## src/include/lane_sync_defs.svh

```systemverilog
`ifndef LANE_SYNC_DEFS_SVH
`define LANE_SYNC_DEFS_SVH

// deserialization factor, bits per lane word
`define LS_WORD_W           8

// strobe training words, pattern word 2 sits above word 1
`define LS_PAT1             8'hff
`define LS_PAT2             8'h00

// largest skew corrected in either direction
`define LS_MAX_SHIFT        7

`define LS_WINDOW_WORDS     4   // history depth in words

// edges spent in SETTLE before matches count
`define LS_SETTLE_CYCLES    3

`endif

```

## src/hdl/lane_sync_pkg.sv

```systemverilog
`include "lane_sync_defs.svh"

package lane_sync_pkg;

    ////////////////////
    // vector types

    typedef logic [`LS_WORD_W-1:0]                  lane_word_t;
    typedef logic [`LS_WORD_W*`LS_WINDOW_WORDS-1:0] lane_window_t;  // newest word on top
    typedef logic [2*`LS_WORD_W-1:0]                strobe_pat_t;
    typedef logic signed [3:0]                      lane_offset_t;  // positive is a right shift

    ////////////////////
    // bundles

    typedef struct packed {
        lane_window_t data;
        lane_window_t strobe;
    } lane_hist_t;

    typedef struct packed {
        logic         found;
        lane_offset_t offset;
    } shift_match_t;

    // calibration sequence
    typedef enum logic [2:0] {
        IDLE,
        SETTLE,
        SEARCH,
        LOAD,
        LOCKED
    } align_state_t;

endpackage

```

## src/hdl/lane_pattern_search.sv

```systemverilog
`timescale 1ns/1ps
`include "lane_sync_defs.svh"

module lane_pattern_search
(
    input  logic                        clk,
    input  logic                        rst_in,
    input  lane_sync_pkg::lane_word_t   raw_data_i,
    input  lane_sync_pkg::lane_word_t   raw_strobe_i,
    output lane_sync_pkg::lane_hist_t   hist_o,
    output lane_sync_pkg::shift_match_t match_o
);

    import lane_sync_pkg::*;

    localparam int W       = `LS_WORD_W;
    localparam int TOP_BIT = 3*W - 1;        // top of the centre field, bit 23
    localparam strobe_pat_t PATTERN = {`LS_PAT2, `LS_PAT1};

    lane_hist_t   hist_q;
    shift_match_t match_d;
    shift_match_t match_q;
    logic         strobe_ok;
    logic [2*`LS_MAX_SHIFT:0] hit;           // index is offset + max shift

    ////////////////////
    // history window

    always_ff @(posedge clk or posedge rst_in)
    begin
        if (rst_in)
        begin
            hist_q <= '0;
        end
        else
        begin
            // newest word enters at the top, oldest drops out of the bottom byte
            hist_q.data   <= {raw_data_i, hist_q.data[4*W-1:W]};
            hist_q.strobe <= {raw_strobe_i, hist_q.strobe[4*W-1:W]};
        end
    end

    ////////////////////
    // pattern compare

    // the strobe lane must show the pattern unshifted
    assign strobe_ok = (hist_q.strobe[TOP_BIT -: 2*W] == PATTERN);

    for (genvar g = 0; g <= 2*`LS_MAX_SHIFT; g++)
    begin : g_cmp
        assign hit[g] = (hist_q.data[TOP_BIT + g - `LS_MAX_SHIFT -: 2*W] == PATTERN);
    end

    // priority 0, -1 .. -7, then +1 .. +7
    always_comb
    begin
        match_d = '0;
        if (strobe_ok)
        begin
            for (int k = 0; k <= `LS_MAX_SHIFT; k++)
            begin
                if (!match_d.found && hit[`LS_MAX_SHIFT - k])
                begin
                    match_d.found  = 1'b1;
                    match_d.offset = lane_offset_t'(-k);
                end
            end
            for (int k = 1; k <= `LS_MAX_SHIFT; k++)
            begin
                if (!match_d.found && hit[`LS_MAX_SHIFT + k])
                begin
                    match_d.found  = 1'b1;
                    match_d.offset = lane_offset_t'(k);
                end
            end
        end
    end

    always_ff @(posedge clk or posedge rst_in)
    begin
        if (rst_in)
            match_q <= '0;
        else
            match_q <= match_d;             // one edge behind the window
    end

    assign hist_o  = hist_q;
    assign match_o = match_q;

    // a reported offset always lies inside the correctable range
    a_offset_range: assert property (@(posedge clk) disable iff (rst_in)
        match_q.found |-> (match_q.offset <= `LS_MAX_SHIFT &&
                           match_q.offset >= -`LS_MAX_SHIFT));

endmodule

```

## src/hdl/lane_align_ctrl.sv

```systemverilog
`timescale 1ns/1ps
`include "lane_sync_defs.svh"

module lane_align_ctrl
(
    input  logic                        clk,
    input  logic                        rst_in,
    input  logic                        start_lane_align_i,
    input  lane_sync_pkg::shift_match_t match_i,
    output lane_sync_pkg::shift_match_t shift_o,
    output logic                        lock_o
);

    import lane_sync_pkg::*;

    localparam int CNT_W = $clog2(`LS_SETTLE_CYCLES + 1);

    align_state_t     state_q;
    align_state_t     state_d;
    logic             start_q;
    logic             start_rise;
    logic [CNT_W-1:0] settle_cnt_q;
    logic             settle_done;
    shift_match_t     shift_q;
    logic             lock_q;

    ////////////////////
    // start edge

    always_ff @(posedge clk or posedge rst_in)
    begin
        if (rst_in)
            start_q <= 1'b0;
        else
            start_q <= start_lane_align_i;
    end

    assign start_rise = start_lane_align_i & ~start_q;

    ////////////////////
    // calibration FSM

    assign settle_done = (settle_cnt_q == CNT_W'(`LS_SETTLE_CYCLES - 1));

    always_comb
    begin
        state_d = state_q;
        case (state_q)
            IDLE:
                state_d = IDLE;                 // only a start edge leaves here
            SETTLE:
            begin
                if (settle_done)
                    state_d = SEARCH;           // window refilled, stale hits flushed
            end
            SEARCH:
            begin
                if (match_i.found)
                    state_d = LOAD;
            end
            LOAD:
                state_d = LOCKED;
            LOCKED:
                state_d = LOCKED;
            default:
                state_d = IDLE;
        endcase

        // a new start edge restarts the sequence from any state
        if (start_rise)
            state_d = SETTLE;
    end

    always_ff @(posedge clk or posedge rst_in)
    begin
        if (rst_in)
        begin
            state_q      <= IDLE;
            settle_cnt_q <= '0;
            lock_q       <= 1'b0;
        end
        else
        begin
            state_q <= state_d;
            lock_q  <= (state_d == LOCKED);     // drops on the start edge itself

            if (start_rise)
                settle_cnt_q <= '0;
            else if (state_q == SETTLE)
                settle_cnt_q <= settle_cnt_q + 1'b1;
        end
    end

    ////////////////////
    // offset capture

    always_ff @(posedge clk or posedge rst_in)
    begin
        if (rst_in)
            shift_q <= '0;
        else if (state_q == SEARCH && match_i.found && !start_rise)
            shift_q <= match_i;                 // first hit wins, held until next search
    end

    assign shift_o = shift_q;
    assign lock_o  = lock_q;

    // lock is only reached through LOAD
    a_lock_state: assert property (@(posedge clk) disable iff (rst_in)
        $rose(lock_q) |-> $past(state_q) == LOAD);

    // the mux never sees the offset move under a lock
    a_shift_hold: assert property (@(posedge clk) disable iff (rst_in)
        lock_q && $past(lock_q) |-> $stable(shift_q));

endmodule

```

## src/hdl/lane_shift_mux.sv

```systemverilog
`timescale 1ns/1ps
`include "lane_sync_defs.svh"

module lane_shift_mux
(
    input  logic                        clk,
    input  logic                        rst_in,
    input  lane_sync_pkg::lane_hist_t   hist_i,
    input  lane_sync_pkg::shift_match_t shift_i,
    input  logic                        lock_i,
    output lane_sync_pkg::lane_word_t   lane_data_o,
    output lane_sync_pkg::lane_word_t   lane_strobe_o,
    output logic                        data_valid_o
);

    import lane_sync_pkg::*;

    localparam int W       = `LS_WORD_W;
    localparam int MID_TOP = 2*W - 1;       // top bit of the unshifted word

    lane_word_t aligned;
    lane_word_t strobe_word;
    logic       load_en;
    lane_word_t data_q;
    lane_word_t strobe_q;
    logic       valid_q;

    ////////////////////
    // slice select

    // word top bit sits at 15 + offset
    assign aligned     = hist_i.data[MID_TOP + int'(shift_i.offset) -: W];
    assign strobe_word = hist_i.strobe[MID_TOP -: W];

    assign load_en = lock_i & shift_i.found;

    ////////////////////
    // output registers

    always_ff @(posedge clk or posedge rst_in)
    begin
        if (rst_in)
        begin
            data_q   <= '0;
            strobe_q <= '0;
            valid_q  <= 1'b0;
        end
        else if (load_en)
        begin
            data_q   <= aligned;
            strobe_q <= strobe_word;
            valid_q  <= 1'b1;
        end
        else
        begin
            // unlocked, outputs held at zero
            data_q   <= '0;
            strobe_q <= '0;
            valid_q  <= 1'b0;
        end
    end

    assign lane_data_o   = data_q;
    assign lane_strobe_o = strobe_q;
    assign data_valid_o  = valid_q;

    a_zero_idle: assert property (@(posedge clk) disable iff (rst_in)
        !data_valid_o |-> (lane_data_o == '0 && lane_strobe_o == '0));

endmodule

```

## src/hdl/lane_sync.sv

```systemverilog
`timescale 1ns/1ps

module lane_sync
(
    input  logic                      clk,
    input  logic                      rst_in,
    input  logic                      start_lane_align_i,
    input  lane_sync_pkg::lane_word_t raw_data_i,
    input  lane_sync_pkg::lane_word_t raw_strobe_i,
    output lane_sync_pkg::lane_word_t lane_data_o,
    output lane_sync_pkg::lane_word_t lane_strobe_o,
    output logic                      data_valid_o
);

    import lane_sync_pkg::*;

    lane_hist_t   hist;      // both lane windows
    shift_match_t match;     // raw search result
    shift_match_t shift;     // latched offset
    logic         lock;

    lane_pattern_search i_search
    (
        .clk          (clk),
        .rst_in       (rst_in),
        .raw_data_i   (raw_data_i),
        .raw_strobe_i (raw_strobe_i),
        .hist_o       (hist),
        .match_o      (match)
    );

    lane_align_ctrl i_ctrl
    (
        .clk                (clk),
        .rst_in             (rst_in),
        .start_lane_align_i (start_lane_align_i),
        .match_i            (match),
        .shift_o            (shift),
        .lock_o             (lock)
    );

    lane_shift_mux i_mux
    (
        .clk           (clk),
        .rst_in        (rst_in),
        .hist_i        (hist),
        .shift_i       (shift),
        .lock_i        (lock),
        .lane_data_o   (lane_data_o),
        .lane_strobe_o (lane_strobe_o),
        .data_valid_o  (data_valid_o)
    );

endmodule

```

## config.mk

```make
export PLATFORM = sky130hd
export DESIGN_NAME = lane_sync
export DESIGN_NICKNAME = d
export VERILOG_FILES = /design/src/hdl/lane_sync_pkg.sv /design/src/hdl/lane_pattern_search.sv /design/src/hdl/lane_align_ctrl.sv /design/src/hdl/lane_shift_mux.sv /design/src/hdl/lane_sync.sv
export VERILOG_INCLUDE_DIRS = /design/src /design/src/include
export SDC_FILE = /design/constraint.sdc
export NUM_CORES = 1
export LEC_CHECK = 0
export ABC_AREA = 1
export BUFFER_PORTS_ARGS = -buffer_cell sky130_fd_sc_hd__buf_2
export CAP_MARGIN = 30
export CORE_ASPECT_RATIO = 0.7
export CORE_MARGIN = 2
export CORE_UTILIZATION = 64
export CTS_BUF_LIST = sky130_fd_sc_hd__clkbuf_16
export DETAILED_ROUTE_END_ITERATION = 8
export GPL_TIMING_DRIVEN = 1
export PLACE_DENSITY = 0.84
export SYNTH_ARGS = -nofsm -noshare
export SYNTH_HDL_FRONTEND = slang
export SYNTH_SLANG_ARGS = --single-unit
```

## constraint.sdc

```tcl
create_clock -name clk -period 4.9 [get_ports clk]
set_input_delay 0.49 -clock clk [delete_from_list [all_inputs] [get_ports clk]]
set_output_delay 0.49 -clock clk [all_outputs]
set_load 0.02 [all_outputs]
```

==> metrics.csv <==
metric,value,unit
gp_congestion,0.998,
syn_to_final_growth,10.8,%
cts_sinks,90,
grt_first_pass_wirelength,16.5,mm
grt_use_met2,0.427,
grt_max_degree,62,
async_reset_ff_frac,1.00,
drt_wl_total,10.3,mm
insertion_delay,350,ps
fin_skew,5.82,ps
synth-edff-count,0,
start_kind,flop,
arrival,3260,ps
busiest_layer,met2,
n_antenna_cell,0,
max_slew_margin,0.412,
nets,580,
status,"finished, final reports clean",
dpl_cell_area,4600,um^2
core_area,6730,um^2
finalSetupTns,0,ps
synth_common_cells,"nand2_1, dfrtp_1, inv_1, nor2_1, o21ai_0",
syn_nets,552,
syn_area_per_cell,8.33,um^2
synth.top_cell.area_share,0.509,
drtIter0Drc,372,
io_buffers,35,
num_io_pins,36,
cts_tree,yes,
power.density,363,nW/um^2
holdBufCountCts,0,
ctsResizeCount,0,
drtAntennaViolNets,0,
worst_ep_required_time,5130,ps
cap_violations,0,
cts_setup_buffers,0,
r2r_slack,1870,ps
endpoint_kind,flop,
worst_pin_slew,881,ps
start_util,0.658,
firstDrtPassIters,8,
setup_slack,1870,ps
cp_cell_sequence,buf_4 -> inv_4 -> ha_1 -> buf_4 -> inv_1 -> or2_1 -> o21a_1 -> o21ai_0 -> a21oi_1 -> o311a_1,
drive_above_1_share,0.133,
syn-cell-area,4420,um^2
finalHoldViolations,0,
leakagePower,0.00253,uW
clock.fmax,330,MHz
die-width,103,um
antenna_found_initial,0,
hpwl,7.60,mm
min_period,3030,ps
synth_cells,531,
ys_ff_latch,90,
core.rowCount,25,
grtUsageTotal,0.294,
synth_area_leaders,"dfrtp_1, nand2_1, inv_1",
yosysMostFrequentCell,nand2_1,
critPathMaxFanout,46,
wire_per_inst,15.6,um
drc,0,
synth_cell_types,48,
yosysWarnings,0,
use_met3,0.105,
cp_top_family,buffers and inverters,
fin_area,4900,um^2
finalMaxSlewViolations,0,
h-tree-depth,3,
crit_type,reg2reg,
finalCritPeriodShare,0.618,
grt_pass1_vias,3400,
clk_path_buf_depth,2,
ys.flop_type,dfrtp_1,
crit_buf_inv,4,
hold_path.class,in2async,
timing.hold.ws,153,ps
cts_inserted_buffers,9,
dr_total_vias,3775,
gr-total-overflow,0,
slowest_delay,420,ps
crit_slowest_cell,inv_1,
clk_pin_slew,70,ps
seq_area_frac_synth,0.509,
path_common_cell,buf_4,
grt_use_met1,0.419,
place_ws,1960,ps
clk_root_buffer_cell,clkbuf_16,
yosysTopAreaCell,dfrtp_1,
rsz0062_at_grt,no,
setup_violations,0,
die-area,7600,um^2
die_h,73.6,um
via_per_inst,5.74,
ir_worst_vdd,305,uV
-- layout by cell type, fill, tap and decap left out, types with 2 or more instances in the layout --
cell type and count:
o311ai_1 3, o211ai_1 6, nand2_2 2, a31oi_1 3, a21oi_1 23, o21ai_0 40, or2_1 2, clkbuf_16 9
nor4_1 4, inv_2 4, nor2_1 57, mux2i_1 4, dfrtp_1 90, nor3_1 11, nand3_1 19, nand4_1 10
o21ai_1 17, o311a_1 2, inv_1 61, ha_1 2, o21a_1 2, nand2_1 118, a311oi_1 2, a221oi_1 3
buf_2 35, o21ai_2 3, inv_8 4, or4_1 2, buf_4 4
-- cells by family (layout without fill, tap and decap cells) --
kind of cell    Yosys count  after routing  share of synthesized area
flops                    90             90                      0.509
compound gates          111            111                      0.151
simple gates            233            233                      0.226
xor+xnor                  2              2                    0.00735
buf+inv                  89            122                     0.0913
fa+ha+maj                 2              2                    0.00566
mux                       4              4                    0.00905
-- area by class of cell --
type / instances / area, um^2
sequential: 90 / 2250
fill: 505 / 1820
clock inverter: 7 / 78.8
clock buffer: 9 / 225
tap: 94 / 118
timing repair buffer: 39 / 205
multi-input combinational: 352 / 1770
inverter: 67 / 255
-- layer usage --
metal  up-vias  share of wire
met1      1764           0.44
met3        16           0.10
li1       1804              -
met5         -              0
met2       191           0.44
met4         0          0.015
-- final timing paths --
| check | to | depth (start not counted) | from |
|---|---|---|---|
| max | i_mux.lane_data_o[1] | 10 | i_ctrl.shift_o[0] |
| min | i_search.hist_o[58] | 2 | rst_in |
| max reg2reg | i_mux.lane_data_o[1] | 10 | i_ctrl.shift_o[0] |
| min reg2reg | i_search.hist_o[22] | 0 | i_search.hist_o[30] |
| max in group asynchronous | i_mux.lane_data_o[0] | 3 | rst_in |
| min in group clk | i_search.hist_o[30] | 1 | raw_strobe_i[6] |
-- state kept, by name, summed over array words and instances (netlist names) --
name and cells:
i_search.match_o 5, i_ctrl.state_q 3, i_ctrl.lock_o 1, i_mux.lane_data_o 8
i_mux.data_valid_o 1, i_ctrl.shift_o 5, i_ctrl.settle_cnt_q 2, i_search.hist_o 56
i_ctrl.start_q 1, i_mux.lane_strobe_o 8
-- report_power, final --
part           internal, uW  switching (uW)
sequential              814            41.9
clock                   365             318
combinational          76.6             165
total                  1260             525
-- worst register-to-register path, cell delays in order, from the launching register on --
cell and delay [ps]:
dfrtp_1 320, buf_4 350, inv_4 190, ha_1 320, buf_4 260, inv_1 430, or2_1 360, o21a_1 110
o21ai_0 210, a21oi_1 70, o311a_1 300
-- metrics by stage --
stage	instances	power, uW	utilization
finish	658	1780	0.729
CTS	658	1790	0.729
floorplan	531	1020	-
global placement	642	1100	0.684
detailed placement	642	1110	0.684
global route	658	1850	0.729
Power figures use the tool's default switching activity.
